File: src/lane_defines.svh
// Lane geometry is fixed at 32 registers of 8 elements, so vaddr_t is exactly reg index and element
`ifndef LANE_DEFINES_SVH
`define LANE_DEFINES_SVH

////////////////////
// Register file geometry
////////////////////

// Architectural vector registers held by the lane
`define LANE_NR_VREGS 32

// Elements of one register stored in this lane
`define LANE_ELEMS 8

// Element width in bits
`define LANE_ELEN 64

// Word address into the lane register file
`define LANE_ADDR_W 8

// Entries in the operand queue
`define LANE_OPQ_DEPTH 4

`endif
File: src/lane_pkg.sv
// Types only; the struct widths follow lane_defines.svh and the opcode list covers integer ops only
`include "lane_defines.svh"

package lane_pkg;

  ////////////////////
  // Encodings
  ////////////////////

  typedef enum logic [2:0] {
    ALU_ADD = 3'd0,
    ALU_SUB = 3'd1,
    ALU_AND = 3'd2,
    ALU_OR  = 3'd3,
    ALU_XOR = 3'd4
  } alu_op_e;

  typedef enum logic {
    SEW64 = 1'b0,
    SEW32 = 1'b1
  } sew_e;

  // Register index in the upper bits, element index in the lower bits
  typedef logic [`LANE_ADDR_W-1:0] vaddr_t;

  // One element, seen as a full word or as two 32-bit sub-elements
  typedef union packed {
    logic [`LANE_ELEN-1:0]             w64;
    logic [1:0][`LANE_ELEN/2-1:0]      w32;
  } elen_u;

  ////////////////////
  // Bundles
  ////////////////////

  // Instruction from the sequencer, vl counts 1 to 8
  typedef struct packed {
    alu_op_e    op;
    sew_e       sew;
    logic [4:0] vd;
    logic [4:0] vs1;
    logic [4:0] vs2;
    logic [3:0] vl;
  } pe_req_t;

  typedef struct packed {
    elen_u   opa;
    elen_u   opb;
    alu_op_e op;
    sew_e    sew;
    vaddr_t  vd_addr;
    logic    last;
  } opq_entry_t;

  typedef struct packed {
    vaddr_t                addr;
    logic [`LANE_ELEN-1:0] data;
  } wr_req_t;

endpackage

File: src/operand_queue.sv
// No overflow guard here; the requester's credit count keeps pushes within the free entries
`timescale 1ns/1ps
`include "lane_defines.svh"

module operand_queue (
  input  logic                 clk_i,
  input  logic                 rst_ni,
  input  logic                 push_i,
  input  lane_pkg::opq_entry_t push_entry_i,
  input  logic                 pop_i,
  output lane_pkg::opq_entry_t head_o,
  output logic                 not_empty_o
);

  import lane_pkg::*;

  localparam int unsigned PtrW = $clog2(`LANE_OPQ_DEPTH);
  localparam int unsigned CntW = $clog2(`LANE_OPQ_DEPTH + 1);

  opq_entry_t       entries [`LANE_OPQ_DEPTH];
  logic [PtrW-1:0]  wr_ptr_q;
  logic [PtrW-1:0]  rd_ptr_q;
  logic [CntW-1:0]  count_q;
  logic             do_pop;

  assign not_empty_o = (count_q != '0);
  assign do_pop      = pop_i && not_empty_o;
  assign head_o      = entries[rd_ptr_q];

  // Entry storage
  always_ff @(posedge clk_i) begin
    if (push_i) begin
      entries[wr_ptr_q] <= push_entry_i;
    end
  end

  // Pointers wrap at the depth, which is a power of two
  always_ff @(posedge clk_i or negedge rst_ni) begin
    if (!rst_ni) begin
      wr_ptr_q <= '0;
      rd_ptr_q <= '0;
      count_q  <= '0;
    end else begin
      if (push_i) begin
        wr_ptr_q <= wr_ptr_q + PtrW'(1);
      end
      if (do_pop) begin
        rd_ptr_q <= rd_ptr_q + PtrW'(1);
      end
      unique case ({push_i, do_pop})
        2'b10:   count_q <= count_q + CntW'(1);
        2'b01:   count_q <= count_q - CntW'(1);
        default: count_q <= count_q;
      endcase
    end
  end

endmodule

File: config.mk
export PLATFORM = sky130hd
export DESIGN_NAME = operand_queue
export DESIGN_NICKNAME = d
export VERILOG_FILES = /design/src/lane_pkg.sv /design/src/operand_queue.sv
export VERILOG_INCLUDE_DIRS = /design/src /design/src/src
export SDC_FILE = /design/constraint.sdc
export NUM_CORES = 1
export LEC_CHECK = 0
export ABC_CLOCK_PERIOD_IN_PS = 4900
export BUFFER_PORTS_ARGS = -buffer_cell sky130_fd_sc_hd__clkbuf_2
export CAP_MARGIN = 20
export CORE_UTILIZATION = 55
export CTS_BUF_LIST = sky130_fd_sc_hd__clkbuf_8
export CTS_CLUSTER_DIAMETER = 50
export DETAILED_ROUTE_END_ITERATION = 10
export GPL_ROUTABILITY_DRIVEN = 1
export GPL_TIMING_DRIVEN = 0
export PLACE_DENSITY = 0.87
export REMOVE_ABC_BUFFERS = 1
export SYNTH_ARGS = -nofsm -noshare
export SYNTH_HDL_FRONTEND = slang
export SYNTH_SLANG_ARGS = --single-unit
export TNS_END_PERCENT = 20
File: constraint.sdc
create_clock -name clk_i -period 4.9 [get_ports clk_i]
set_clock_uncertainty 0.15 [all_clocks]
set_input_delay 0.49 -clock clk_i [delete_from_list [all_inputs] [get_ports clk_i]]
set_output_delay 0.49 -clock clk_i [all_outputs]
set_load 0.01 [all_outputs]
==> metrics.txt <==
GP Congestion 0.704; Post-Syn Area 0.0207 mm^2; routed vias/inst 5.50; Primary FF master, synth edfxtp_1; Post-synth EDFFs 564; buffers added on ports 286; final hold violation count 0; CTS resizes 0; critical path launch point type flip-flop; finished layout cell area 0.0260 mm^2; # setup viols final 0; First DRT Iteration DRCs 536; total of warnings raised by yosys 0; Worst Path Arrival 2780 ps; chip width 196 um; total clock sinks 571; status finished clean; Lkg Pwr 9.17 nW; commonest non-fill, non-tap cells in the layout 564 x edfxtp_1, 286 x clkbuf_2, 143 x dlygate4sd3_1; largest net degree at the start of global routing 59; DRC 0; Skew-Pair Late Insertion Delay 630 ps; clock root buffer clkbuf_8; Placed Area 0.0230 mm^2; final WL 42700 um; overall routing resource usage 22.8%; Layout area overhead 25.4%; share of cells above drive strength 1 41.2%; initial antenna violation count 2; Max rail drop VDD 0.000418 V; total CTS buffers 87; Async S/R FF share, synth 1.23%; Starting Density 56.2%; worst hold slack 111 ps; Die Ht 196 um; Slew @ Worst Pin 875 ps; max-slew violations 0; #FFs+latches synth 571; reg2reg start wr_ptr_q[1]; post-DP HPWL 22900 um; iteration count of the initial detailed-routing pass 5; post-route clock period utilization 69.7%; Mean Syn Cell Area 26.8 um^2; pwr/cell area 567 mW/mm^2; Hold Path Class input pin to flip-flop; RSZ-0062 raised after global routing false; worst path required time 4260 ps; first-pass GRT wire length 64200 um; R2R setup slack 2660 ps; die area 0.0385 mm^2; leading cell type in the layout, fill and taps excluded edfxtp_1; core footprint 0.0369 mm^2; Final nets 1424; Rows 70; total number of vias 10100; post-layout min period 3420 ps; CP startpoint rd_ptr_q[0]; clk slew on worst S/H paths 60 ps; critical path class flip-flop to primary output; crit path max fanout 38; # IOs 287; CTS tree done; vias in the first global route 11000; fmax 0.293 GHz; count of cell types in the netlist 19; Routed Antenna Nets 0; H-tree Lvls 3; # Max-Cap Violations 0; FILL cells 2099; CP Capture Type primary output; WL per Instance 23.2 um; clk buf depth 3; GRT Residual Overflow 0; register area share after synthesis 82.6%; Synth Instances 773; hold wc startpoint pop_i; Slew headroom 41.7%; Power Total 14.7 mW
==> cell usage after synthesis, types with 2 or more instances <==
master    count  area share, %
ha_1          5           0.30
xor2_1        4           0.17
clkbuf_1      5          0.091
xnor2_1       2          0.085
buf_6         9           0.49
nand2_1       2          0.036
dfrtp_1       7           0.85
edfxtp_1    564             82
inv_1         6           0.11
mux4_2      141             15
buf_2        17           0.41
and2_1        4           0.12
==> where the power goes <==
group / internal (mW) / total [mW] / switching [mW]
logic: 2.06 / 4.34 / 2.28
registers: 6.39 / 6.78 / 0.396
clock network: 1.86 / 3.61 / 1.75
==> what timing repair did <==
item | CTS | global route
hold buffers | 143 | 0
endpoints found under the hold margin | 573 | 0
buffers inserted | 0 | 0
==> per-stage QoR <==
step                      TNS (ps)  instances  util, %  setup slack, ps
after floorplan            -268410        741        -            -1890
after global placement    -1880370       1531     61.2            -4510
after detailed placement         0       1545     62.3             2090
after CTS                        0       1843     70.4             1400
after global routing             0       1845     70.5             1280
final                            0       1845     70.5             1480
==> final timing paths <==
path | to | depth (start not counted)
worst max-delay path | head_o[79] | 3
worst min-delay path | rd_ptr_q[0] | 3
worst max register to register | entries[1][118] | 4
worst min register to register | count_q[2] | 1
max in group asynchronous | rd_ptr_q[1] | 2
min in group asynchronous | count_q[2] | 2
==> state kept, by name, indices dropped and copies added (netlist names) <==
name,cells
entries,564
count_q,3
rd_ptr_q,2
wr_ptr_q,2
==> logic make-up after synthesis <==
| kind of cell | Yosys count | synth area share [%] |
|---|---|---|
| flip-flops | 571 | 82.6 |
| AO/OA/AOI/OAI | 2 | 0.0664 |
| XOR/XNOR | 6 | 0.254 |
| AND/OR/NAND/NOR | 8 | 0.205 |
| buffers and inverters | 38 | 1.14 |
| adder cells (fa/ha/maj) | 6 | 0.398 |
| multiplexers | 142 | 15.4 |
==> area by class of cell <==
cell class	instances	area [um^2]	share of cell area, %
flip-flops and latches	571	17100	65.9
inverters	6	22.5	0.0867
repair buffers	443	3230	12.4
diodes	2	5.00	0.0193
clock inverters	65	345	1.33
well taps	504	631	2.43
clock buffers	90	1240	4.77
multi-input cells	164	3390	13.0
==> worst max-delay path, stage by stage, from the launching register on <==
cell and delay, ps:
dfrtp_4 1000, buf_16 360, mux4_2 600, clkbuf_2 160
==> layer usage <==
metal / part of all wire (%) / track usage (%) / wire (um)
met1: 36 / 27.9 / 15500
met5: 0 / 0 / 0
met4: 3.0 / 8.77 / 1280
met2: 52 / 38.5 / 22300
met3: 8.4 / 6.91 / 3600
Note: power is estimated with default switching activity, not from simulation.
