===== config.mk =====
export PLATFORM = sky130hd
export DESIGN_NAME = lane_alu
export DESIGN_NICKNAME = d
export VERILOG_FILES = /design/src/lane_pkg.sv /design/src/lane_alu.sv
export VERILOG_INCLUDE_DIRS = /design/src /design/src/src
export SDC_FILE = /design/constraint.sdc
export NUM_CORES = 1
export LEC_CHECK = 0
export BUFFER_PORTS_ARGS = -buffer_cell sky130_fd_sc_hd__buf_2
export CAP_MARGIN = 20
export CELL_PAD_IN_SITES_DETAIL_PLACEMENT = 2
export CELL_PAD_IN_SITES_GLOBAL_PLACEMENT = 2
export CORE_AREA = 4 4 162 242
export DETAILED_ROUTE_END_ITERATION = 6
export DIE_AREA = 0 0 166 246
export PLACE_DENSITY_LB_ADDON = 0.1
export RECOVER_POWER = 100
export SYNTH_ARGS = -nofsm -noshare
export SYNTH_HDL_FRONTEND = slang
export SYNTH_SLANG_ARGS = --single-unit

===== constraint.sdc =====
create_clock -name clk_i -period 0.9 [get_ports clk_i]
set_input_delay 0.045 -clock clk_i [delete_from_list [all_inputs] [get_ports clk_i]]
set_output_delay 0.045 -clock clk_i [all_outputs]
set_load 0.01 [all_outputs]

===== src/lane_defines.svh =====
// Lane geometry is fixed at 32 registers of 8 elements, so vaddr_t is exactly reg index and element
`ifndef LANE_DEFINES_SVH
`define LANE_DEFINES_SVH

////////////////////
// Register file geometry
////////////////////

// Architectural vector registers held by the lane
`define LANE_NR_VREGS 32

// Elements of one register stored in this lane
`define LANE_ELEMS 8

// Element width in bits
`define LANE_ELEN 64

// Word address into the lane register file
`define LANE_ADDR_W 8

// Entries in the operand queue
`define LANE_OPQ_DEPTH 4

`endif

===== src/lane_pkg.sv =====
// Types only; the struct widths follow lane_defines.svh and the opcode list covers integer ops only
`include "lane_defines.svh"

package lane_pkg;

  ////////////////////
  // Encodings
  ////////////////////

  typedef enum logic [2:0] {
    ALU_ADD = 3'd0,
    ALU_SUB = 3'd1,
    ALU_AND = 3'd2,
    ALU_OR  = 3'd3,
    ALU_XOR = 3'd4
  } alu_op_e;

  typedef enum logic {
    SEW64 = 1'b0,
    SEW32 = 1'b1
  } sew_e;

  // Register index in the upper bits, element index in the lower bits
  typedef logic [`LANE_ADDR_W-1:0] vaddr_t;

  // One element, seen as a full word or as two 32-bit sub-elements
  typedef union packed {
    logic [`LANE_ELEN-1:0]             w64;
    logic [1:0][`LANE_ELEN/2-1:0]      w32;
  } elen_u;

  ////////////////////
  // Bundles
  ////////////////////

  // Instruction from the sequencer, vl counts 1 to 8
  typedef struct packed {
    alu_op_e    op;
    sew_e       sew;
    logic [4:0] vd;
    logic [4:0] vs1;
    logic [4:0] vs2;
    logic [3:0] vl;
  } pe_req_t;

  typedef struct packed {
    elen_u   opa;
    elen_u   opb;
    alu_op_e op;
    sew_e    sew;
    vaddr_t  vd_addr;
    logic    last;
  } opq_entry_t;

  typedef struct packed {
    vaddr_t                addr;
    logic [`LANE_ELEN-1:0] data;
  } wr_req_t;

endpackage


===== src/lane_alu.sv =====
// Integer ops only, no masking or saturation; SEW32 halves never pass a carry to each other
`timescale 1ns/1ps
`include "lane_defines.svh"

module lane_alu (
  input  logic                 clk_i,
  input  logic                 rst_ni,
  input  lane_pkg::opq_entry_t head_i,
  input  logic                 not_empty_i,
  output logic                 pop_o,
  output logic                 wr_valid_o,
  output lane_pkg::wr_req_t    wr_o,
  output logic                 vinsn_done_o
);

  import lane_pkg::*;

  elen_u   res;
  wr_req_t wr_q;
  logic    wr_valid_q;
  logic    done_q;

  function automatic logic [`LANE_ELEN-1:0] alu_calc(alu_op_e op, logic [`LANE_ELEN-1:0] a,
                                                     logic [`LANE_ELEN-1:0] b);
    logic [`LANE_ELEN-1:0] r;
    unique case (op)
      ALU_ADD: r = a + b;
      ALU_SUB: r = a - b;
      ALU_AND: r = a & b;
      ALU_OR:  r = a | b;
      ALU_XOR: r = a ^ b;
      default: r = '0;
    endcase
    return r;
  endfunction

  // Never stalls, so every waiting entry goes out
  assign pop_o = not_empty_i;

  ////////////////////
  // Datapath
  ////////////////////

  always_comb begin
    logic [`LANE_ELEN-1:0] half;
    res  = '0;
    half = '0;
    if (head_i.sew == SEW64) begin
      res.w64 = alu_calc(head_i.op, head_i.opa.w64, head_i.opb.w64);
    end else begin
      // Zero-extended halves, upper bits dropped
      for (int i = 0; i < 2; i++) begin
        half = alu_calc(head_i.op, {{(`LANE_ELEN/2){1'b0}}, head_i.opa.w32[i]},
                        {{(`LANE_ELEN/2){1'b0}}, head_i.opb.w32[i]});
        res.w32[i] = half[`LANE_ELEN/2-1:0];
      end
    end
  end

  ////////////////////
  // Write-back
  ////////////////////

  always_ff @(posedge clk_i or negedge rst_ni) begin
    if (!rst_ni) begin
      wr_valid_q <= 1'b0;
      done_q     <= 1'b0;
    end else begin
      wr_valid_q <= pop_o;
      done_q     <= pop_o && head_i.last;
    end
  end

  always_ff @(posedge clk_i) begin
    if (pop_o) begin
      wr_q.addr <= head_i.vd_addr;
      wr_q.data <= res.w64;
    end
  end

  assign wr_valid_o   = wr_valid_q;
  assign wr_o         = wr_q;
  // Same cycle as the last element's write
  assign vinsn_done_o = done_q;

endmodule


==> results of run 1 <==
metrics by stage:
| stage | cell area, um2 | hold WS [ns] |
|---|---|---|
| after global placement | 20300 | -0.170 |
| after floorplan | 14100 | -0.251 |
synthesized netlist by cell type (18+ instances only):
cell / count
o31ai_1: 20
inv_1: 166
nor2_1: 132
a21o_1: 57
mux2i_1: 25
edfxtp_1: 72
nand4_1: 37
a31oi_1: 24
nand3_1: 34
a21oi_1: 154
nand2_1: 122
o211ai_1: 18
nor3_1: 30
ha_1: 224
a211oi_1: 30
o21ai_0: 120
clkbuf_1: 78
xor2_1: 35
xnor2_1: 132
cells by family after synthesis:
kind of cell,count (synthesis),share of synthesized area (%)
DFF,74,16.3
buffers and inverters,261,7.32
and+or+nand+nor,455,16.5
AOI/OAI and AO/OA,550,26.2
muxes,26,1.93
xor gates and xnor gates,167,10.8
adders and majority gates,226,21.0
==> summary.md, run 1 <==
| Metric | Value |
|---|---|
| Number of synthesized flops with an enable pin | 72 |
| Synth warnings | 0 |
| Seq/Total Area, Yosys | about 16% |
| Avg Inst Size Synth | 7.71 um2 |
| Effective utilization at floorplan | between 30% and 40% |
| Port Buffers | roughly 220 |
| Die H | 246 um |
| Final HPWL DP | 71.9 mm |
| Top cell type's share of synthesized area | ~21% |
| Syn nets | ~2.1k |
| Synth cell types | 82 |
| Log Error | [ERROR DPL-0033] detailed placement checks failed during check placement. |
| Top area cells in the synthesized netlist | ha_1, edfxtp_1, xnor2_1 |
| Post-synthesis async set-or-reset flop share | between 2 and 3% |
| Netlist Area Pre-Place | approximately 14000 um2 |
| FF+latch count, synth | 74 |
| Syn Inst Count | approximately 1.8k |
| Cell taking the most area after synthesis | ha_1 |
| IO Pins | between 200 and 250 |
| Main flop type after synthesis | edfxtp_1 |
| # rows | between 80 and 90 |
| Die W | roughly 170 um |
| Status | did not finish |
| Placer Congestion | around 0.97 |
| Fail Step | detailed placement (3_5_place_dp) |
==> run 2: changes to the inputs <==
Settings changed: CELL_PAD_IN_SITES_DETAIL_PLACEMENT 2 to unset, CELL_PAD_IN_SITES_GLOBAL_PLACEMENT 2 to unset, CORE_AREA 4 4 162 242 to 4 4 190 192, DIE_AREA 0 0 166 246 to 0 0 194 196, PLACE_DENSITY_LB_ADDON 0.1 to 0.15.
==> run 2 against run 1 <==
Net effect:
- the flow now finishes, with violations (DRC, setup timing)
- synthesized cell count unchanged
- area after synthesis unchanged
==> summary.md, run 2 <==
| Metric | Value |
|---|---|
| Seq/Total Area, Yosys | roughly 16% |
| RSZ-0062 raised after global routing | true |
| Worst Path Buf+Inv | 2 |
| Initial antenna violation count | 0 |
| Slowest-stage cell, CP | or4_4 |
| Post-synthesis async set-or-reset flop share | 2.70% |
| First-pass DRT Iterations | 7 |
| Minimum clock period | approximately 4.2 ns |
| Sw Share | 41.9% |
| Most frequent cells in the layout | buf_4, ha_1, buf_2, inv_1, a21oi_1 |
| Clock buffer depth | 2 |
| Hold_ws | between 0.15 and 0.2 ns |
| Die W | just under 200 um |
| Synth Area in Adders | roughly a fifth |
| Synth Area in XOR/XNOR | 10.8% |
| Sink Count | 74 |
| Ant. Diodes | 0 |
| Synth cell types | 82 |
| Effective utilization at floorplan | around two fifths |
| Max Cap Violations | 0 |
| Largest family of logic cells by synthesized area | compound AO/OA/AOI/OAI gates |
| Sequential share of power | around 18% |
| Avg Inst Size Synth | 7.71 um2 |
| Die H | roughly 200 um |
| Cell taking the most area after synthesis | ha_1 |
| Rel. slew slack | between 50% and 60% |
| Commonest non-fill, non-tap cell in the layout | buf_4 |
| NetSw | between 10000 and 15000 uW |
| H-tree level count | 3 |
| CTS tree | built |
| Most frequent cell after synthesis | ha_1 |
| Post-Route WL | 65.2 mm |
| Syn Inst Count | ~1.8k |
| Die area | between 30000 and 40000 um2 |
| Final nets | slightly above 3k |
| Via count of the first global-routing pass | approximately 17k |
| Worst Setup End Kind | flip-flop |
| Port Buffers | between 200 and 250 |
| DR top layer | met4 |
| Routed vias/inst | roughly 5.6 |
| Synth warnings | 0 |
| Internal | 14500 uW |
| Final Util | around two thirds |
| Met1 WL | approximately 28 mm |
| Startpoint Class | input pin |
| Vias after detailed routing | 17.4k |
| Top delay family on crit path | simple AND/OR/NAND/NOR gates |
| Root Buffer | clkbuf_16 |
| Worst hold path type | input pin to flip-flop |
| Leak | between 0.01 and 0.015 uW |
| Initial DRC count | 1490 |
| FF+latch count, synth | 74 |
| First-pass GRT wire length | about 96 mm |
| Placer Congestion | approximately 0.99 |
| Final Setup Violations | between 100 and 150 |
| Grt ovf | 0 |
| Clock power frac | about 16% |
| Top cell type's share of synthesized area | around a fifth |
| PnR worst setup slack | -3.32 ns |
| Routed len/inst | approximately 21 um |
| Arr. time, crit path | around 4.4 ns |
| Final HPWL DP | approximately 49 mm |
| Top cells by count, synth | ha_1, inv_1, a21oi_1, nor2_1, xnor2_1 |
| Peak supply drop | 1.12 mV |
| Total GRT Usage | between 30% and 40% |
| # rows | 68 |
| Layout cells sized above 1 | between 40% and 50% |
| Remaining antenna violation count after routing | 0 |
| Main flop type after synthesis | edfxtp_1 |
| Syn nets | approximately 2.1k |
| Critical path cell sequence | buf_6 > or3_4 > or4_4 > nor2_2 > nand3_2 > nor3_4 > buf_4 > a21oi_1 > xnor2_1 > ha_1 > nand4_1 > or4_4 > o211a_1 > or3_4 > o211ai_1 > a31oi_1 > o211a_1 |
| Max Fanout on Critical Path | 5 |
| Fmax | about 240 MHz |
| Post-synthesis mux area share | 1.93% |
| Met2 wire length | between 30 and 40 mm |
| CORE AREA | approximately 34000 um2 |
| CTS Buf Count | 9 |
| Gate power share | 66.6% |
| Setup TNS | -169.77 ns |
| Critical path type | input pin to flip-flop |
| Status | complete, but fails checks |
| DP Area | roughly 20000 um2 |
| DRC viols | 15 |
| Pins Over Slew Limit | 0 |
| Clock slew at reported path FFs | around 0.070 ns |
| Worst Path Required | around 1.1 ns |
| Met3 wire len | 4.21 mm |
| Number of synthesized flops with an enable pin | 72 |
| Largest net degree at the start of global routing | 42 |
| Slew @ Worst Pin | a little under 0.7 ns |
| Layout area overhead | 72.1% |
| Netlist Area Pre-Place | 13600 um2 |
| Failing checks | DRC, setup timing |
| Final period utilization | 468% |
| Top area cells in the synthesized netlist | ha_1, edfxtp_1, xnor2_1 |
| Final instance area | 23300 um2 |
| IO Pins | ~220 |
| P per Cell Area | 1070 nW/um2 |
| Max reg flops | around 70 |
| Synth Area in Compound Gates | a little over a quarter |
| Final hold violation count | 0 |
| CP max stage delay | around 0.63 ns |
| Simple-gate area share of the yosys netlist | ~17% |
## run 2: logic make-up after synthesis
group	after synthesis
AOI/OAI and AO/OA	550
and+or+nand+nor	455
buffers and inverters	261
adders and majority gates	226
xor gates and xnor gates	167
DFF	74
muxes	26
## run 2: power by group through the flow
stage	Combinational (uW)	Clock, uW	Sequential, uW
floorplan	6450	0	4720
global placement	13100	0	4530
detailed placement	13300	0	4530
CTS	15200	3960	4460
global route	17700	4090	4500
finish	16700	3880	4470
## run 2: timing repair
item | CTS | global route
hold buffers | 11 | 0
pin swaps | 134 | 112
cloned | 3 | 4
resized for setup | 272 | 137
endpoints found under the hold margin | 11 | 0
setup buffers | 76 | 43
endpoints found under the setup margin | 138 | 138
## run 2: path summary, 6_finish.rpt
check / end / start / depth (start not counted) / slack, ns
max: wr_o[62]$_DFFE_PP_ / head_i[22] / 17 / -3.32
min: wr_o[25]$_DFFE_PP_ / head_i[102] / 5 / 0.18
max in group asynchronous: wr_valid_o$_DFF_PN0_ / rst_ni / 3 / 0.26
min in group asynchronous: vinsn_done_o$_DFF_PN0_ / rst_ni / 3 / 0.52
## run 2: final cells by class
class | count | area [um2]
clock buffers | 10 | 239
clock inverters | 6 | 47.5
inverters | 166 | 628
well taps | 455 | 569
multi-input cells | 1424 | 12200
flip-flops and latches | 74 | 2210
repair buffers | 971 | 7430
fillers | 2797 | 11000
## run 2: worst min-delay path: cells and delay by family
family                     cells  cell delay (ns)
buffers and inverters          2             0.17
adders and majority gates      1             0.11
AOI/OAI and AO/OA              2             0.13
## run 2: per-layer routing
metal  GRT usage [%]  vias to the layer above
li1                -                     8139
met1            41.2                     8363
met2            53.7                      755
met3            4.65                      172
met4            11.0                        0
met5               0                        -
## run 2: per-stage QoR
stage | setup WS, ns | total power (uW) | cells
finish | -3.32 | 25000 | 3106
floorplan | -3.49 | 11200 | 1759
global placement | -3.75 | 17700 | 2981
global route | -3.44 | 26300 | 3106
detailed placement | -3.80 | 17800 | 2981
CTS | -3.22 | 23700 | 3074
Power figures use the tool's default switching activity.
==> run 3: changes to the inputs <==
--- a/config.mk
+++ b/config.mk
@@ -13,5 +13,5 @@
 export DIE_AREA = 0 0 194 196
 export PLACE_DENSITY_LB_ADDON = 0.15
-export RECOVER_POWER = 100
+export RECOVER_POWER = 25
 export SYNTH_ARGS = -nofsm -noshare
 export SYNTH_HDL_FRONTEND = slang
==> constraint.sdc (replaced) <==
create_clock -name clk_i -period 0.9 [get_ports clk_i]
set_input_delay 0.045 -clock clk_i [delete_from_list [all_inputs] [get_ports clk_i]]
set_output_delay 0.045 -clock clk_i [all_outputs]
set_load 0.02 [all_outputs]
==> run 3 against run 2 <==
Net effect:
- the run ends with setup timing left
- combinational power grew 4%
- critical endpoint unchanged
- largest power group unchanged
- highest routed layer unchanged
- routed wire length is 1.3% lower
- fmax decreased by 1.0%
==> summary.md, run 3 (synthesis results as in run 2) <==
| Metric | Value |
|---|---|
| Status | complete, but fails checks |
| Failing checks | setup timing |
| Rel. slew slack | a little over half |
| Grt ovf | 0 |
| P per Cell Area | about 1100 nW/um2 |
| Slowest-stage cell, CP | or4_4 |
| DRC viols | 0 |
| Critical path cell sequence | buf_6 > or3_4 > or4_4 > nor2_2 > nand3_2 > nor3_4 > buf_4 > a21oi_1 > xnor2_1 > ha_1 > nand4_1 > or4_4 > o211a_1 > or3_4 > o211ai_1 > a31oi_1 > o211a_1 |
| Port Buffers | around 220 |
| Final Setup Violations | roughly 140 |
| DP Area | roughly 20000 um2 |
| Layout cells sized above 1 | between 40% and 50% |
| Effective utilization at floorplan | between 30% and 40% |
| Clock buffer depth | 2 |
| IO Pins | approximately 220 |
| Leak | approximately 0.011 uW |
| Arr. time, crit path | 4.40 ns |
| Routed vias/inst | ~5.6 |
| Final instance area | between 20000 and 25000 um2 |
| First-pass DRT Iterations | 6 |
| RSZ-0062 raised after global routing | true |
| Sink Count | 74 |
| Worst hold path type | input pin to flip-flop |
| CTS Buf Count | 9 |
| First-pass GRT wire length | 96.5 mm |
| Ant. Diodes | 0 |
| Commonest non-fill, non-tap cell in the layout | buf_4 |
| Die area | between 30000 and 40000 um2 |
| Max Fanout on Critical Path | 5 |
| CORE AREA | ~34000 um2 |
| Critical path type | input pin to flip-flop |
| # rows | 68 |
| Most frequent cells in the layout | buf_4, ha_1, buf_2, inv_1, buf_6 |
| Routed len/inst | ~21 um |
| Largest net degree at the start of global routing | 42 |
| Clock slew at reported path FFs | approximately 0.070 ns |
| Root Buffer | clkbuf_16 |
| Worst Setup End Kind | flip-flop |
| Die H | slightly below 200 um |
| Die W | between 150 and 200 um |
| Initial DRC count | about 1.5k |
| Startpoint Class | input pin |
| Final HPWL DP | between 40 and 50 mm |
| Worst Path Required | ~1.0 ns |
| Total GRT Usage | between 30% and 40% |
| Vias after detailed routing | approximately 17k |
| Initial antenna violation count | 0 |
| Peak supply drop | roughly 1.1 mV |
| Max Cap Violations | 0 |
| Final period utilization | 473% |
| Placer Congestion | 0.985 |
| Post-Route WL | approximately 64 mm |
| Max reg flops | roughly 70 |
| PnR worst setup slack | -3.36 ns |
| Setup TNS | -171.19 ns |
| Final nets | about 3k |
| Slew @ Worst Pin | ~0.68 ns |
| Fmax | approximately 230 MHz |
| CTS tree | built |
| Hold_ws | around 0.18 ns |
| H-tree level count | 3 |
| Minimum clock period | between 4 and 5 ns |
| Remaining antenna violation count after routing | 0 |
| Pwr Total | roughly 26000 uW |
| Via count of the first global-routing pass | roughly 17k |
| CP max stage delay | between 0.6 and 0.7 ns |
| Layout area overhead | 73.9% |
| Final hold violation count | 0 |
| Filler cells | around 2.8k |
| Pins Over Slew Limit | 0 |
## run 3: cell count changes in the layout (fill, tap and decap cells not counted), sizes merged
| cell | change |
|---|---|
| buf | +12 |
| clkbuf | -5 |
## run 3: final cells by class
class                           instances  area, um2  area share, %
Inverter                              166        628           2.66
Clock inverter                          6       47.5          0.202
Sequential cell                        74       2210           9.38
Timing Repair Buffer                  978       7720           32.7
Tap cell                              455        569           2.41
Clock buffer                           10        239           1.01
Multi-Input combinational cell       1424      12200           51.6
## run 3: what timing repair did
item | 4_1_cts | 5_1_grt
gates resized for setup | 339 | 160
endpoints found under the setup margin | 138 | 138
hold buffers | 11 | 0
buffers inserted | 76 | 47
endpoints found under the hold margin | 11 | 0
cloned | 3 | 0
pin swaps | 134 | 117
## run 3: power breakdown
group	total, uW	internal, uW	switching (uW)
logic	17300	8610	8700
clock network	3860	1980	1880
registers	4540	4320	215
## run 3: worst paths after layout
path | slack [ns] | from | to | depth (start not counted)
min in group asynchronous | 0.53 | rst_ni | vinsn_done_o$_DFF_PN0_ | 3
min | 0.18 | head_i[102] | wr_o[25]$_DFFE_PP_ | 5
max in group asynchronous | 0.25 | rst_ni | wr_valid_o$_DFF_PN0_ | 3
max | -3.36 | head_i[22] | wr_o[62]$_DFFE_PP_ | 17
## run 3: stage by stage
stage                     setup WS, ns  util (%)  cells
after detailed placement         -3.80      58.8   2981
final                            -3.36      68.6   3113
after CTS                        -3.22      65.7   3074
after global placement           -3.75      58.8   2981
after floorplan                  -3.49         -   1759
after global routing             -3.45      68.6   3113
## run 3: critical path: cells and delay by family
kind                     cells  cell delay (ns)
AND/OR/NAND/NOR              8             2.78
AO/OA/AOI/OAI                5             0.79
adder cells (fa/ha/maj)      1             0.35
buffers and inverters        2             0.29
XOR/XNOR                     1             0.13
## run 3: metal layers
layer  part of all wire [%]  wire, um  vias up  global-route usage (%)
met5                      0         0        -                       0
met4                    3.8      2440        0                    12.0
met3                    6.4      4110      151                    3.88
met2                     48     30700      741                    53.9
met1                     42     27200     8325                    41.5
li1                       -         -     8157                       -
==> run 4: changes to the inputs <==
Settings changed: CORE_AREA 4 4 190 192 to 4 4 181 201, DIE_AREA 0 0 194 196 to 0 0 185 205.
==> run 4 against run 3 <==
Net effect:
- the run still ends with setup timing left
- first-iteration DRC count shrank 20%
- count of clock-buffer cells in the layout fell by 1
- clock power up 19%
- critical path type unchanged
- routed wire length down 1.9%
- core utilization shrank 0.59 points
- critical path depth grew 8
- sequential power barely moved
==> summary.md, run 4 (synthesis results as in run 2) <==
| Metric | Value |
|---|---|
| CTS Buf Count | 9 |
| Sink Count | between 70 and 80 |
| Die W | between 150 and 200 um |
| Clock slew at reported path FFs | 0.07 ns |
| Final nets | roughly 3.0k |
| Final HPWL DP | 48.7 mm |
| Failing checks | setup timing |
| Initial DRC count | between 1k and 1.5k |
| Status | complete, but fails checks |
| Filler cells | about 2.8k |
| P per Cell Area | around 1100 nW/um2 |
| Effective utilization at floorplan | between 30% and 40% |
| Slew @ Worst Pin | 0.650 ns |
| Post-Route WL | about 63 mm |
| Most frequent cells in the layout | buf_4, ha_1, inv_1, buf_2, buf_6 |
| Sequential Area | between 2000 and 2500 um2 |
| IO Pins | 219 |
| HP Start | head_i[81] |
| CORE AREA | between 30000 and 40000 um2 |
| Final Setup Violations | 138 |
| Final Util | between 60% and 70% |
| Layout cells sized above 1 | between 40% and 50% |
| Die area | roughly 38000 um2 |
| Final hold violation count | 0 |
| Ant. Diodes | 0 |
| Max Fanout on Critical Path | 4 |
| CTS tree | built |
| Die H | 205 um |
| Minimum clock period | between 4 and 5 ns |
| Startpoint Class | input pin |
| Rel. slew slack | approximately 57% |
| Initial antenna violation count | 0 |
| Root Buffer | clkbuf_16 |
| Final period utilization | 469% |
| Pins Over Slew Limit | 0 |
| Placer Congestion | between 1 and 1.5 |
| Via count of the first global-routing pass | 17.1k |
| Critical path type | input pin to flip-flop |
| Clock buffer depth | 2 |
| Port Buffers | between 200 and 250 |
| # rows | between 70 and 80 |
| Largest net degree at the start of global routing | 39 |
| Remaining antenna violation count after routing | 0 |
| Final instance area | around 23000 um2 |
| DP Area | 20100 um2 |
| Hold path cells | 5 |
| DRC viols | 0 |
| Worst Setup End Kind | flip-flop |
| Placed cell count | 2954 |
| Vias after detailed routing | 16.9k |
| Hold EP | wr_o[4]$_DFFE_PP_ |
| Grt ovf | 0 |
| PnR worst setup slack | -3.32 ns |
| Peak supply drop | slightly above 1 mV |
| Hold_ws | 0.175 ns |
| Max reg flops | between 70 and 80 |
| Layout area overhead | 71.1% |
| Total GRT Usage | between 30% and 40% |
| Max Cap Violations | 0 |
| First-pass DRT Iterations | 5 |
| First-pass GRT wire length | around 94 mm |
| Worst hold path type | input pin to flip-flop |
| Worst Path Required | between 1 and 1.5 ns |
| Commonest non-fill, non-tap cell in the layout | buf_4 |
| H-tree level count | 3 |
| Arr. time, crit path | about 4.3 ns |
| Fmax | 237 MHz |
| Multi-input gate area | around 12000 um2 |
| Final cell count without fillers | just over 3k |
| Routed vias/inst | 5.52 |
| RSZ-0062 raised after global routing | true |
| Routed len/inst | 20.7 um |
| Leak | approximately 0.011 uW |
-- run 4: changes by cell type in the layout (fill, tap and decap cells not counted), moves of 6 or more --
cell,delta
a21oi_1,-9
a21oi_2,+13
buf_2,-12
buf_4,-19
o21ai_1,+23
o21ai_2,-21
xor2_1,+6
xor2_2,-6
-- run 4: per-layer routing --
layer	GRT usage [%]	part of all wire, %
met4	15.6	5.6
met5	0	0
met2	57.5	50
met1	37.2	40
met3	3.73	4.9
-- run 4: cell type report --
class / instances / area share [%]
Clock buffer: 9 / 0.970
Clock inverter: 7 / 0.507
Inverter: 166 / 2.71
Multi-Input combinational cell: 1424 / 51.9
Sequential cell: 74 / 9.53
Tap cell: 438 / 2.36
Timing Repair Buffer: 941 / 32.1
-- run 4: worst max-delay path: stages --
cell and delay, ns:
buf_6 0.09, or3_4 0.39, or4_4 0.49, nor4b_4 0.25, buf_6 0.18, buf_6 0.11, nand2_4 0.05, buf_6 0.12
o31ai_4 0.17, xnor2_1 0.14, ha_1 0.30, buf_6 0.14, buf_6 0.10, buf_6 0.11, and3_4 0.15, nand2_4 0.07
nor2_4 0.05, buf_6 0.11, a221oi_4 0.28, nand2_2 0.16, a21oi_4 0.24, o31ai_4 0.12, buf_4 0.15, xnor2_2 0.15
o221ai_1 0.13
-- run 4: what timing repair did --
item                                   4_1_cts  5_1_grt
gates cloned                                 5        0
resized for setup                          273      200
setup endpoints to repair                  138      138
buffers inserted                            49       38
pin swaps                                  100      111
endpoints found under the hold margin       11        0
hold buffers                                11        0
-- run 4: per-stage QoR --
| stage | TNS, ns | power (uW) | worst slack, ns |
|---|---|---|---|
| 6_report | -169.21 | 25800 | -3.32 |
| 5_1_grt | -179.51 | 27100 | -3.48 |
| 4_1_cts | -164.72 | 24500 | -3.27 |
| 3_5_place_dp | -191.58 | 18100 | -3.84 |
| 3_3_place_gp | -189.81 | 18000 | -3.74 |
| 2_1_floorplan | -150.94 | 11500 | -3.49 |
-- run 4: how the worst max path moves through the flow --
stage,end,cells past startpoint,start,slack [ns]
2_1_floorplan,wr_o[63]$_DFFE_PP_,18,head_i[22],-3.49
3_3_place_gp,wr_o[62]$_DFFE_PP_,19,head_i[22],-3.74
3_5_place_dp,wr_o[62]$_DFFE_PP_,19,head_i[22],-3.84
4_1_cts,wr_o[63]$_DFFE_PP_,20,head_i[22],-3.27
5_1_grt,wr_o[55]$_DFFE_PP_,23,head_i[22],-3.48
6_report,wr_o[53]$_DFFE_PP_,25,head_i[22],-3.32
-- run 4: power by group --
group / internal, uW / total [uW] / switching (uW)
logic: 8210 / 16600 / 8410
clock network: 2710 / 4600 / 1880
registers: 4320 / 4540 / 217
