**src/lane_defines.svh**
```systemverilog
// Lane geometry is fixed at 32 registers of 8 elements, so vaddr_t is exactly reg index and element
`ifndef LANE_DEFINES_SVH
`define LANE_DEFINES_SVH

////////////////////
// Register file geometry
////////////////////

// Architectural vector registers held by the lane
`define LANE_NR_VREGS 32

// Elements of one register stored in this lane
`define LANE_ELEMS 8

// Element width in bits
`define LANE_ELEN 64

// Word address into the lane register file
`define LANE_ADDR_W 8

// Entries in the operand queue
`define LANE_OPQ_DEPTH 4

`endif
```
**src/lane_pkg.sv**
```systemverilog
// Types only; the struct widths follow lane_defines.svh and the opcode list covers integer ops only
`include "lane_defines.svh"

package lane_pkg;

  ////////////////////
  // Encodings
  ////////////////////

  typedef enum logic [2:0] {
    ALU_ADD = 3'd0,
    ALU_SUB = 3'd1,
    ALU_AND = 3'd2,
    ALU_OR  = 3'd3,
    ALU_XOR = 3'd4
  } alu_op_e;

  typedef enum logic {
    SEW64 = 1'b0,
    SEW32 = 1'b1
  } sew_e;

  // Register index in the upper bits, element index in the lower bits
  typedef logic [`LANE_ADDR_W-1:0] vaddr_t;

  // One element, seen as a full word or as two 32-bit sub-elements
  typedef union packed {
    logic [`LANE_ELEN-1:0]             w64;
    logic [1:0][`LANE_ELEN/2-1:0]      w32;
  } elen_u;

  ////////////////////
  // Bundles
  ////////////////////

  // Instruction from the sequencer, vl counts 1 to 8
  typedef struct packed {
    alu_op_e    op;
    sew_e       sew;
    logic [4:0] vd;
    logic [4:0] vs1;
    logic [4:0] vs2;
    logic [3:0] vl;
  } pe_req_t;

  typedef struct packed {
    elen_u   opa;
    elen_u   opb;
    alu_op_e op;
    sew_e    sew;
    vaddr_t  vd_addr;
    logic    last;
  } opq_entry_t;

  typedef struct packed {
    vaddr_t                addr;
    logic [`LANE_ELEN-1:0] data;
  } wr_req_t;

endpackage

```
**src/operand_requester.sv**
```systemverilog
// One instruction in flight at a time; no hazard check, the next request waits for the done pulse
`timescale 1ns/1ps
`include "lane_defines.svh"

module operand_requester (
  input  logic                 clk_i,
  input  logic                 rst_ni,
  input  lane_pkg::pe_req_t    pe_req_i,
  input  logic                 pe_req_valid_i,
  output logic                 pe_req_ready_o,
  output logic                 rd_en_o,
  output lane_pkg::vaddr_t     rd_addr_a_o,
  output lane_pkg::vaddr_t     rd_addr_b_o,
  output logic                 push_o,
  output lane_pkg::opq_entry_t push_entry_o,
  input  logic                 pop_i,
  input  logic                 vinsn_done_i
);

  import lane_pkg::*;

  localparam int unsigned ElemW = $clog2(`LANE_ELEMS);
  localparam int unsigned CntW  = $clog2(`LANE_OPQ_DEPTH + 1);

  pe_req_t           insn_q;
  logic              busy_q;
  logic              issuing_q;
  logic [ElemW-1:0]  elem_q;
  logic [CntW-1:0]   credits_q;
  logic [CntW-1:0]   credits_d;
  logic              last_elem;
  logic              accept;
  logic              push_q;
  opq_entry_t        meta_q;

  assign pe_req_ready_o = !busy_q;
  assign accept         = pe_req_valid_i && pe_req_ready_o;

  // Element index is the low part of the word address
  assign rd_addr_a_o = {insn_q.vs1, elem_q};
  assign rd_addr_b_o = {insn_q.vs2, elem_q};
  assign rd_en_o     = issuing_q && (credits_q != '0);
  assign last_elem   = ({1'b0, elem_q} == (insn_q.vl - 4'd1));

  ////////////////////
  // Queue credits
  ////////////////////

  // A credit is taken at read issue, one cycle before the push
  always_comb begin
    credits_d = credits_q;
    unique case ({rd_en_o, pop_i})
      2'b10:   credits_d = credits_q - CntW'(1);
      2'b01:   credits_d = credits_q + CntW'(1);
      default: credits_d = credits_q;
    endcase
  end

  always_ff @(posedge clk_i or negedge rst_ni) begin
    if (!rst_ni) begin
      busy_q    <= 1'b0;
      issuing_q <= 1'b0;
      elem_q    <= '0;
      credits_q <= CntW'(`LANE_OPQ_DEPTH);
      push_q    <= 1'b0;
    end else begin
      credits_q <= credits_d;
      push_q    <= rd_en_o;
      if (accept) begin
        busy_q    <= 1'b1;
        issuing_q <= 1'b1;
        elem_q    <= '0;
      end else begin
        if (vinsn_done_i) begin
          busy_q <= 1'b0;
        end
        if (rd_en_o) begin
          elem_q <= elem_q + ElemW'(1);
          if (last_elem) begin
            issuing_q <= 1'b0;
          end
        end
      end
    end
  end

  // Latched instruction and per-element metadata
  always_ff @(posedge clk_i) begin
    if (accept) begin
      insn_q <= pe_req_i;
    end
    if (rd_en_o) begin
      meta_q.opa     <= '0;
      meta_q.opb     <= '0;
      meta_q.op      <= insn_q.op;
      meta_q.sew     <= insn_q.sew;
      meta_q.vd_addr <= {insn_q.vd, elem_q};
      meta_q.last    <= last_elem;
    end
  end

  ////////////////////
  // Push to the queue
  ////////////////////

  // Lines up with the registered read data
  assign push_o       = push_q;
  assign push_entry_o = meta_q;

endmodule

```
**config.mk**
```make
export PLATFORM = sky130hd
export DESIGN_NAME = operand_requester
export DESIGN_NICKNAME = d
export VERILOG_FILES = /design/src/lane_pkg.sv /design/src/operand_requester.sv
export VERILOG_INCLUDE_DIRS = /design/src /design/src/src
export SDC_FILE = /design/constraint.sdc
export NUM_CORES = 1
export LEC_CHECK = 0
export ABC_AREA = 1
export BUFFER_PORTS_ARGS = -buffer_cell sky130_fd_sc_hd__buf_2
export CAP_MARGIN = 15
export CELL_PAD_IN_SITES_DETAIL_PLACEMENT = 1
export CELL_PAD_IN_SITES_GLOBAL_PLACEMENT = 2
export CORE_MARGIN = 3
export CORE_UTILIZATION = 25
export DETAILED_ROUTE_END_ITERATION = 8
export PLACE_DENSITY_LB_ADDON = 0.1
export SLEW_MARGIN = 20
export SYNTH_ARGS = -nofsm -noshare
export SYNTH_HDL_FRONTEND = slang
export SYNTH_SLANG_ARGS = --single-unit
export TNS_END_PERCENT = 100
```
**constraint.sdc**
```tcl
create_clock -name clk_i -period 4.2 [get_ports clk_i]
set_clock_uncertainty 0.1 [all_clocks]
set_input_delay 0.84 -clock clk_i [delete_from_list [all_inputs] [get_ports clk_i]]
set_output_delay 0.84 -clock clk_i [all_outputs]
set_load 0.01 [all_outputs]
```
==> impl_summary.log, run 1 <==
[metrics] count of different cell masters after synthesis: 25
[metrics] Gate Count Post-Synth: 246
[metrics] endpoint of the most critical register-to-register path: credits_q[1]
[metrics] vias in the first global route: 1,254
[metrics] fraction of layout instances using a drive strength above 1: 25.8%
[metrics] switching part of the total: 36.2%
[metrics] relative max-transition margin: 39.9%
[metrics] required time at the worst-slack endpoint: 3.26 ns
[metrics] number of placement rows: 37
[metrics] portion of the post-synthesis area used by sequential elements: 48.4%
[metrics] instance area after placement: 2590 um2
[metrics] CP arrival: 1.42 ns
[metrics] setup TNS: 0 ns
[metrics] CTS Buf Count: 5
[metrics] total power: 1410 uW
[metrics] flip-flop and latch count after synthesis: 45
[metrics] detailed-route wire length: 4.51 mm
[metrics] wire length of the first global-routing pass: 6.29 mm
[metrics] fill count: 1,232
[metrics] number of flops mapped to enable cells by yosys: 36
[metrics] power per standard cell area: 527 nW/um2
[metrics] antenna viol nets, final: 0
[metrics] DIE WIDTH: 110 um
[metrics] CTS clk-pin slew, worst paths: 0.09 ns
[metrics] final routed wire length divided by cell count: 10.4 um
[metrics] count of endpoints failing hold in the final timing report: 0
[metrics] Highest Clock Rate: 0.423 GHz
[metrics] clk sinks: 45
[metrics] share of power burned in registers: 48.2%
[metrics] status: completed
[metrics] share of total power in the clock network: 19.8%
[metrics] layout overhead on the synthesized area: -0.833%
[metrics] met1 usage: 7.78%
[metrics] path type of the worst setup path: flop to output pin
[metrics] port buffer count: 59
[metrics] number of vias per cell after detailed routing: 3.09
[metrics] cell area after synthesis: 2700 um2
[metrics] GR Util met2: 12.1%
[metrics] maximum buffer depth of the clock tree: 2
[metrics] number of setup violations in the final report: 0
[metrics] final period demand of the worst path: 2.36 ns
[metrics] maxcap violations: 0
[metrics] final design instance area without fill: 2680 um2
[metrics] number of cell instances on the worst register-to-register path: 7
[metrics] final clock period utilization by the worst path: 56.3%
[metrics] worst reg2reg startpoint: credits_q[2]
[metrics] dominant register cell in the synthesized netlist: sky130_fd_sc_hd__edfxtp_1
[metrics] clock tree from TritonCTS: yes
[metrics] H-Tree Depth: 2
[metrics] RePlAce Congestion: 0.653
[metrics] die extent in y: 110 um
[metrics] internal power summed over all cells: 901 uW
[metrics] overall via count from detail_route: 1,344
[metrics] clock network latency to the later pin of the worst-skew pair: 0.30 ns
[metrics] detailed router's first-iteration violation count: 41
[metrics] part of the total power dissipated in combinational logic: 32.0%
[metrics] setup slack on the worst flop-to-flop path: 2.25 ns
[metrics] top-level port count: 188
[metrics] GRT Residual Overflow: 0
[metrics] count of buffers added by post-CTS timing repair for setup: 0
[metrics] kind of path behind the tightest hold check: input pin to async pin
[metrics] type of destination of the critical path: output pin
[metrics] area enclosed by the die boundary: 12,100 um2
[metrics] net load switching power: 512 uW
[metrics] starting density of the core: 25.9%
[metrics] kind of start point of the critical path: flop
[metrics] number of pins with negative max-slew slack in the final report: 0
[metrics] number of warning messages in the yosys log: 0
[metrics] Post-Synthesis Mean Instance Area: 11.0 um2
[metrics] clk root buf: sky130_fd_sc_hd__clkbuf_8
[metrics] layer carrying the most global-route usage: met2
[metrics] Lkg Pwr: 0.00135 uW
[metrics] setup repair after global routing missed its margin: false
[metrics] Crit Path Max Fanout: 20
[metrics] met3 track demand over resource: 1.92%
[metrics] hold buffers post-CTS: 0
[metrics] Peak VDD IR: 0.000167 V
[metrics] Final nets: 330
[metrics] Crit. Startpoint: credits_q[2]
[metrics] largest net degree at the start of global routing: 24
[metrics] remaining routing DRC violations: 0
[metrics] core area: 10,400 um2
[metrics] final HPWL from detailed placement: 3.68 mm
[metrics] first-pass detailed-route iteration total: 3
[metrics] actual slew at the worst max-slew pin: 0.900 ns
[metrics] Synth async-reset ratio: 20.0%
[metrics] initial antenna violation count: 0
[metrics] final antenna diode count: 0
[metrics] overall global routing resource usage: 6.93%
[metrics] number of resized instances in the post-cts repair step: 0
[synth_stat cells, types with 2 or more instances]
master	count	area, um2
sky130_fd_sc_hd__buf_4	141	1060
sky130_fd_sc_hd__dfrtp_1	8	200
sky130_fd_sc_hd__edfxtp_1	36	1080
sky130_fd_sc_hd__ha_1	3	37.5
sky130_fd_sc_hd__inv_1	11	41.3
sky130_fd_sc_hd__inv_2	2	7.51
sky130_fd_sc_hd__nand2_1	19	71.3
sky130_fd_sc_hd__nand2_2	2	12.5
sky130_fd_sc_hd__nand3_1	4	20.0
sky130_fd_sc_hd__nor2_1	3	11.3
sky130_fd_sc_hd__o21ai_1	3	15.0
[worst max-delay path, stage by stage, from the launching register on]
cell,delay (ns)
sky130_fd_sc_hd__dfstp_2,0.52
sky130_fd_sc_hd__inv_1,0.05
sky130_fd_sc_hd__nand2_1,0.08
sky130_fd_sc_hd__nand2_2,0.08
sky130_fd_sc_hd__inv_4,0.21
sky130_fd_sc_hd__buf_2,0.18
[area by class of cell]
cell class / count / area [um2] / share of cell area [%]
tap: 136 / 170 / 6.35
timing repair buffer: 59 / 295 / 11.0
multi-input combinational: 173 / 758 / 28.3
inverter: 14 / 55.1 / 2.05
sequential: 45 / 1310 / 48.8
clock buffer: 5 / 68.8 / 2.57
clock inverter: 3 / 25.0 / 0.934
[registers in the layout, summed over array words and instances, names as in the netlist]
| name | count |
|---|---|
| insn_q | 13 |
| push_entry_o | 13 |
| rd_addr_a_o | 5 |
| rd_addr_b_o | 5 |
| credits_q | 3 |
| elem_q | 3 |
| busy_q | 1 |
| issuing_q | 1 |
| push_o | 1 |
[power by group through the flow]
| stage | clock network, uW | registers (uW) | logic [uW] |
|---|---|---|---|
| after global placement | 0 | 692 | 461 |
| final | 280 | 681 | 452 |
| after global routing | 311 | 698 | 524 |
| after CTS | 296 | 687 | 462 |
| after floorplan | 0 | 725 | 373 |
| after detailed placement | 0 | 697 | 461 |
[layout by cell type (no fill, tap or decap), drive strengths merged]
master	Yosys	routed
conb	1	128
buf	141	59
edfxtp	36	36
nand2	22	22
inv	14	15
dfrtp	8	8
clkbuf	0	5
nand3	5	5
o21ai	4	4
nor2	3	3
ha	3	3
a21oi	2	2
and3	1	1
nand4	1	1
xor2	1	1
mux2	1	1
xnor2	1	1
fa	1	1
clkinvlp	0	1
clkinv	0	1
dfstp	1	1
[through the flow]
stage	hold slack, ns	utilization, %	instances	setup slack (ns)
finish	0.290	25.7	435	1.84
CTS	0.286	25.7	435	1.79
floorplan	0.300	-	373	2.24
global placement	0.302	24.8	427	1.96
global route	0.288	25.7	435	1.73
detailed placement	0.306	24.8	427	1.94
[cell families after synthesis]
kind of cell,share of synthesized area (%)
AOI/OAI and AO/OA,1.25
xor gates and xnor gates,0.648
adders and majority gates,2.13
buffers and inverters,41.2
DFF,48.4
muxes,0.417
other,0.139
and+or+nand+nor,5.83
[per-layer routing]
metal,vias to the layer above,part of all wire (%)
met1,618,37
li1,612,-
met4,0,2.0
met5,-,0
met3,6,12
met2,108,50
[worst max path at each step]
stage	end	cells after the start
finish	rd_en_o	5
global route	rd_en_o	5
CTS	rd_en_o	5
detailed placement	rd_addr_a_o[5]	3
global placement	rd_addr_a_o[6]	3
floorplan	credits_q[1]	4
Note: power is estimated with default switching activity, not from simulation.
==> inputs of run 2 (changes only) <==
Settings changed: CORE_UTILIZATION 25 to 23.
Clock period 4.2 ns to 2.3 ns, I/O delays scaled along.
==> impl_summary.log, run 2 (synthesis gave the netlist of run 1 again) <==
[metrics] final design instance area without fill: 2760 um2 (+3.1%)
[metrics] kind of path behind the tightest hold check: input pin to flop
[metrics] overall via count from detail_route: 1,354 (+0.74%)
[metrics] port buffer count: 59 (unchanged)
[metrics] final period demand of the worst path: 1.94 ns
[metrics] clock network latency to the later pin of the worst-skew pair: 0.28 ns (-0.02 ns)
[metrics] area enclosed by the die boundary: 13,100 um2 (+8.2%)
[metrics] instance area after placement: 2610 um2 (+0.77%)
[metrics] number of vias per cell after detailed routing: 3.06 (-0.85%)
[metrics] setup repair after global routing missed its margin: false
[metrics] type of destination of the critical path: flop
[metrics] first-pass detailed-route iteration total: 3 (unchanged)
[metrics] fraction of layout instances using a drive strength above 1: 26.2% (+0.41 points)
[metrics] final clock period utilization by the worst path: 84.3%
[metrics] Peak VDD IR: 0.000310 V (+85%)
[metrics] maximum buffer depth of the clock tree: 2 (unchanged)
[metrics] RePlAce Congestion: 0.631 (-3.3%)
[metrics] count of endpoints failing hold in the final timing report: 0 (unchanged)
[metrics] clk root buf: sky130_fd_sc_hd__clkbuf_16
[metrics] vias in the first global route: 1,277 (+1.8%)
[metrics] number of setup violations in the final report: 0 (unchanged)
[metrics] clock tree from TritonCTS: yes
[metrics] detailed-route wire length: 4.76 mm (+5.7%)
[metrics] CTS Buf Count: 5 (unchanged)
[metrics] antenna viol nets, final: 0 (unchanged)
[metrics] final routed wire length divided by cell count: 10.8 um (+4.0%)
[metrics] detailed router's first-iteration violation count: 46 (+12%)
[metrics] Critical Path Max Stage Delay: 0.51 ns (about the same)
[metrics] top-level port count: 188 (unchanged)
[metrics] GRT Residual Overflow: 0 (unchanged)
[metrics] Lkg Pwr: 0.00139 uW (+2.9%)
[metrics] final HPWL from detailed placement: 3.90 mm (+6.1%)
[metrics] cell repeated most along the worst path: sky130_fd_sc_hd__inv_1
[metrics] number of placement rows: 38 (+2.7%)
[metrics] die extent in y: 114 um (+4.0%)
[metrics] gate family responsible for the most delay along the worst path: adder cells
[metrics] DIE WIDTH: 114 um (+4.0%)
[metrics] Highest Clock Rate: 0.516 GHz
[metrics] standard cell with the maximum stage delay on the critical path: sky130_fd_sc_hd__dfstp_2
[metrics] hold path cells: 1
[metrics] CTS clk-pin slew, worst paths: 0.06 ns (-0.03 ns)
[metrics] number of resized instances in the post-cts repair step: 0 (unchanged)
[metrics] starting density of the core: 24.2% (-1.8 points)
[metrics] overall global routing resource usage: 6.63% (-0.30 points)
[metrics] layout overhead on the synthesized area: 2.22%
[metrics] power per standard cell area: 1020 nW/um2 (+93%)
[metrics] total number of cells along the worst setup path: 7 (+2)
[metrics] H-Tree Depth: 2 (unchanged)
[metrics] Crit Path Max Fanout: 3 (-85%)
[metrics] core utilization of the finished layout: 24.7% (-1.0 points)
[metrics] wire length of the first global-routing pass: 6.73 mm (+7.1%)
[metrics] setup TNS: 0 ns (unchanged)
[metrics] most frequent cells in the layout: sky130_fd_sc_hd__conb_1, sky130_fd_sc_hd__buf_2, sky130_fd_sc_hd__edfxtp_1
[metrics] required time at the worst-slack endpoint: 2.37 ns (-0.89 ns)
[metrics] CP arrival: 2.01 ns (+0.59 ns)
[metrics] path type of the worst setup path: flop to flop
[metrics] final antenna diode count: 0 (unchanged)
[metrics] status: completed
[metrics] Final nets: 333 (+0.91%)
[metrics] most common cell after layout, fill and taps aside: sky130_fd_sc_hd__conb_1
[metrics] number of cell instances on the worst register-to-register path: 7 (unchanged)
[metrics] core area: 11,200 um2 (+7.3%)
[metrics] cell-by-cell listing of the critical path: inv_1, nand2_1, nand2_2, ha_1, inv_1, fa_1, mux2_2
[metrics] maxcap violations: 0 (unchanged)
[metrics] kind of start point of the critical path: flop
[metrics] initial antenna violation count: 0 (unchanged)
[metrics] WP buf/inv: 2 (-1)
[metrics] remaining routing DRC violations: 0 (unchanged)
[metrics] number of pins with negative max-slew slack in the final report: 0 (unchanged)
[metrics] clk sinks: 45 (unchanged)
[metrics] largest net degree at the start of global routing: 23 (-4.2%)
==> run 2: worst paths after layout <==
check | start | end | slack, ns
min in group asynchronous | rst_ni | elem_q[2] | 0.47
hold reg to reg | insn_q[15] | push_entry_o[5] | 0.32
setup reg to reg | credits_q[2] | credits_q[1] | 0.36
hold / removal | pe_req_i[6] | rd_addr_b_o[5] | 0.25
max in group asynchronous | rst_ni | credits_q[2] | 1.37
setup / recovery | credits_q[2] | credits_q[1] | 0.36
==> run 2: layer usage <==
layer	routed length (um)	GRT usage, %
met1	1860	8.11
met4	75	2.85
met5	0	0
met2	2400	11.6
met3	424	0.899
==> run 2: worst reg2reg max path, stage by stage (launching register included) <==
cell and delay [ns]:
sky130_fd_sc_hd__dfstp_2 0.51, sky130_fd_sc_hd__inv_1 0.05, sky130_fd_sc_hd__nand2_1 0.08, sky130_fd_sc_hd__nand2_2 0.09, sky130_fd_sc_hd__ha_1 0.21, sky130_fd_sc_hd__inv_1 0.11, sky130_fd_sc_hd__fa_1 0.42, sky130_fd_sc_hd__mux2_2 0.27
==> run 2: per-stage QoR <==
stage	cells	worst slack (ns)	power [uW]	hold slack [ns]
final	442	0.361	2820	0.249
after global routing	442	0.242	3020	0.237
after CTS	442	0.342	2880	0.242
after detailed placement	433	0.368	2150	0.246
after global placement	433	0.393	2140	0.243
after floorplan	373	0.466	2000	0.0644
==> run 2: what timing repair did <==
| item | in CTS | in global routing |
|---|---|---|
| hold buffers | 1 | 0 |
| hold endpoints to repair | 8 | 0 |
| setup buffers | 0 | 0 |
==> run 2: power breakdown <==
group          switching (uW)  leakage (uW)  internal, uW  total (uW)
Sequential                101      0.000456          1140        1240
Clock                     307     0.0000702           404         711
Combinational             559      0.000861           300         859
==> run 2: layout make-up <==
class / instances / area [um2]
clock inverter: 3 / 21.3
tap: 140 / 175
clock buffer: 5 / 125
fill: 1332 / 8410
sequential: 45 / 1310
multi-input combinational: 173 / 758
timing repair buffer: 62 / 320
inverter: 14 / 55.1
==> inputs of run 3 (changes only) <==
Settings changed: ABC_AREA 1 to 0.
Clock period 2.3 ns to 2 ns, I/O delays scaled along.
==> impl_summary.log, run 3 <==
[metrics] status: completed
[metrics] area enclosed by the die boundary: 12,900 um2 (-1.4%)
[metrics] path type of the worst setup path: flop to output pin
[metrics] maximum buffer depth of the clock tree: 2 (unchanged)
[metrics] final antenna diode count: 0 (unchanged)
[metrics] wire length of the first global-routing pass: 6.39 mm (-5.1%)
[metrics] most common cell after layout, fill and taps aside: sky130_fd_sc_hd__conb_1
[metrics] cell-by-cell listing of the critical path: o31ai_4, buf_6, clkinvlp_4, buf_2
[metrics] most frequent cells in the layout: sky130_fd_sc_hd__conb_1, sky130_fd_sc_hd__buf_2, sky130_fd_sc_hd__edfxtp_1
[metrics] core area: 11,100 um2 (-0.85%)
[metrics] setup TNS: 0 ns (unchanged)
[metrics] Highest Clock Rate: 0.519 GHz
[metrics] detailed-route wire length: 4.63 mm (-2.8%)
[metrics] power per standard cell area: 1270 nW/um2 (+25%)
[metrics] GRT Residual Overflow: 0 (unchanged)
[metrics] clock network latency to the later pin of the worst-skew pair: 0.28 ns (about the same)
[metrics] largest net degree at the start of global routing: 29 (+26%)
[metrics] DIE WIDTH: 114 um (-0.68%)
[metrics] final clock period utilization by the worst path: 96.3%
[metrics] Critical Path Max Stage Delay: 0.43 ns (-0.08 ns)
[metrics] antenna viol nets, final: 0 (unchanged)
[metrics] gate family responsible for the most delay along the worst path: buffers and inverters
[metrics] standard cell with the maximum stage delay on the critical path: sky130_fd_sc_hd__dfrtp_2
[metrics] clock tree from TritonCTS: yes
[metrics] RePlAce Congestion: 0.683 (+8.2%)
[metrics] H-Tree Depth: 2 (unchanged)
[metrics] number of warning messages in the yosys log: 0 (unchanged)
[metrics] setup repair after global routing missed its margin: true
[metrics] Peak VDD IR: 0.000420 V (+36%)
[metrics] clk root buf: sky130_fd_sc_hd__clkbuf_16
[metrics] final routed wire length divided by cell count: 10.9 um (+1.1%)
[metrics] vias in the first global route: 1,130 (-12%)
[metrics] total power: 3590 uW (+28%)
[metrics] hold_ws: 0.195 ns (-0.0543 ns)
[metrics] Hold EP: busy_q
[metrics] cell area after synthesis: 2660 um2 (-1.4%)
[metrics] first-pass detailed-route iteration total: 4 (+1)
[metrics] final design instance area without fill: 2820 um2 (+2.2%)
[metrics] final instance count without filler cells: 425 (-3.8%)
[metrics] instance area after placement: 2590 um2 (-0.48%)
[metrics] worst reg2reg startpoint: credits_q[1]
[metrics] required time at the worst-slack endpoint: 1.50 ns (-0.87 ns)
[metrics] endpoint of the most critical register-to-register path: credits_q[2]
[metrics] detailed router's first-iteration violation count: 38 (-17%)
[metrics] flip-flop and latch count after synthesis: 45 (unchanged)
[metrics] CTS clk-pin slew, worst paths: 0.06 ns (about the same)
[metrics] clk sinks: 45 (unchanged)
[metrics] number of flops mapped to enable cells by yosys: 36 (unchanged)
[metrics] setup slack on the worst flop-to-flop path: 0.09 ns (-0.27 ns)
[metrics] number of vias per cell after detailed routing: 3.02 (-1.5%)
[metrics] top-level port count: 188 (unchanged)
[metrics] number of pins with negative max-slew slack in the final report: 0 (unchanged)
[metrics] leading cell type by number of instances after synthesis: sky130_fd_sc_hd__buf_4
[metrics] starting density of the core: 24.0% (-0.14 points)
[metrics] kind of start point of the critical path: flop
[metrics] WP buf/inv: 3 (+1)
[metrics] maxcap violations: 0 (unchanged)
[metrics] remaining routing DRC violations: 0 (unchanged)
[metrics] number of cell instances on the worst register-to-register path: 7 (unchanged)
[metrics] layout overhead on the synthesized area: 5.97%
[metrics] initial antenna violation count: 0 (unchanged)
[metrics] port buffer count: 59 (unchanged)
[metrics] number of setup violations in the final report: 0 (unchanged)
[metrics] CTS Buf Count: 5 (unchanged)
[metrics] Post-Synthesis Mean Instance Area: 11.9 um2 (+8.7%)
[metrics] fraction of layout instances using a drive strength above 1: 29.8% (+3.7 points)
[metrics] Gate Count Post-Synth: 223 (-9.3%)
[metrics] CP arrival: 1.43 ns (-0.58 ns)
[metrics] most used standard cells in the synthesized netlist: sky130_fd_sc_hd__buf_4, sky130_fd_sc_hd__edfxtp_1, sky130_fd_sc_hd__dfrtp_1
[metrics] Lkg Pwr: 0.00137 uW (-1.3%)
[metrics] final period demand of the worst path: 1.93 ns
[metrics] Final nets: 317 (-4.8%)
[metrics] number of placed cells counting well taps: 411 (-5.1%)
[metrics] hold path cells: 2 (+1)
[metrics] final HPWL from detailed placement: 3.73 mm (-4.4%)
[metrics] kind of path behind the tightest hold check: input pin to flop
[metrics] count of different cell masters after synthesis: 23 (-8.0%)
[metrics] type of destination of the critical path: output pin
[metrics] overall global routing resource usage: 6.43% (-0.20 points)
[metrics] Hold Crit Start: vinsn_done_i
[metrics] Synth async-reset ratio: 20.0% (unchanged)
[metrics] cell taking the most area after synthesis: sky130_fd_sc_hd__edfxtp_1
[metrics] area fraction of the dominant cell type after synthesis: 40.6% (+0.58 points)
[metrics] portion of the post-synthesis area used by sequential elements: 49.1% (+0.70 points)
[metrics] count of endpoints failing hold in the final timing report: 0 (unchanged)
[metrics] dominant register cell in the synthesized netlist: sky130_fd_sc_hd__edfxtp_1
[metrics] number of placement rows: 38 (unchanged)
[metrics] overall via count from detail_route: 1,283 (-5.2%)
[metrics] biggest area contributors in the synthesized netlist: sky130_fd_sc_hd__edfxtp_1, sky130_fd_sc_hd__buf_4, sky130_fd_sc_hd__dfrtp_1
[metrics] Crit Path Max Fanout: 5 (+2)
[metrics] die extent in y: 114 um (-0.68%)
-- run 3: timing repair --
item | CTS | global route
setup buffers | 0 | 6
hold buffers | 1 | 0
setup endpoints to repair | 1 | 2
hold endpoints to repair | 8 | 0
resized for setup | 3 | 2
pin swaps | 1 | 4
-- run 3: routing by layer --
layer  GRT usage, %  routed length, um
met5              0                  0
met4           1.68                 18
met3           2.71                530
met2           10.3               2210
met1           7.98               1870
-- run 3: how the worst max path moves through the flow --
stage / start / endpoint / cells after the start
2_1_floorplan: credits_q[0] / credits_q[2] / 7
3_3_place_gp: credits_q[1] / credits_q[2] / 7
3_5_place_dp: credits_q[0] / credits_q[2] / 7
4_1_cts: credits_q[1] / rd_en_o / 4
5_1_grt: credits_q[1] / credits_q[2] / 7
6_report: credits_q[1] / rd_en_o / 4
-- run 3: kinds of logic after synthesis --
kind of cell / count (synthesis) / share of synthesized area, %
xor+xnor: 9 / 3.52
simple gates: 11 / 2.07
mux: 2 / 0.798
buf+inv: 147 / 40.6
other cells: 1 / 0.141
fa+ha+maj: 4 / 2.16
flops: 45 / 49.1
compound gates: 4 / 1.64
-- run 3: stage by stage --
stage / setup WS [ns] / utilization, %
floorplan: 0.0276 / -
global placement: 0.111 / 23.4
detailed placement: 0.0673 / 23.4
CTS: 0.0177 / 25.0
global route: -0.0377 / 25.5
finish: 0.0743 / 25.5
-- run 3: power breakdown --
group	switching (uW)	total (uW)	internal, uW
sequential	156	1490	1330
combinational	677	1210	532
clock	314	893	579
total	1150	3590	2440
-- run 3: layout make-up --
cell class                      instances  area [um2]
Fill cell                            1285        8260
Sequential cell                        45        1310
Multi-Input combinational cell        158         759
Timing Repair Buffer                   70         397
Tap cell                              140         175
Clock buffer                            5         125
Clock inverter                          2        35.0
Inverter                                5        22.5
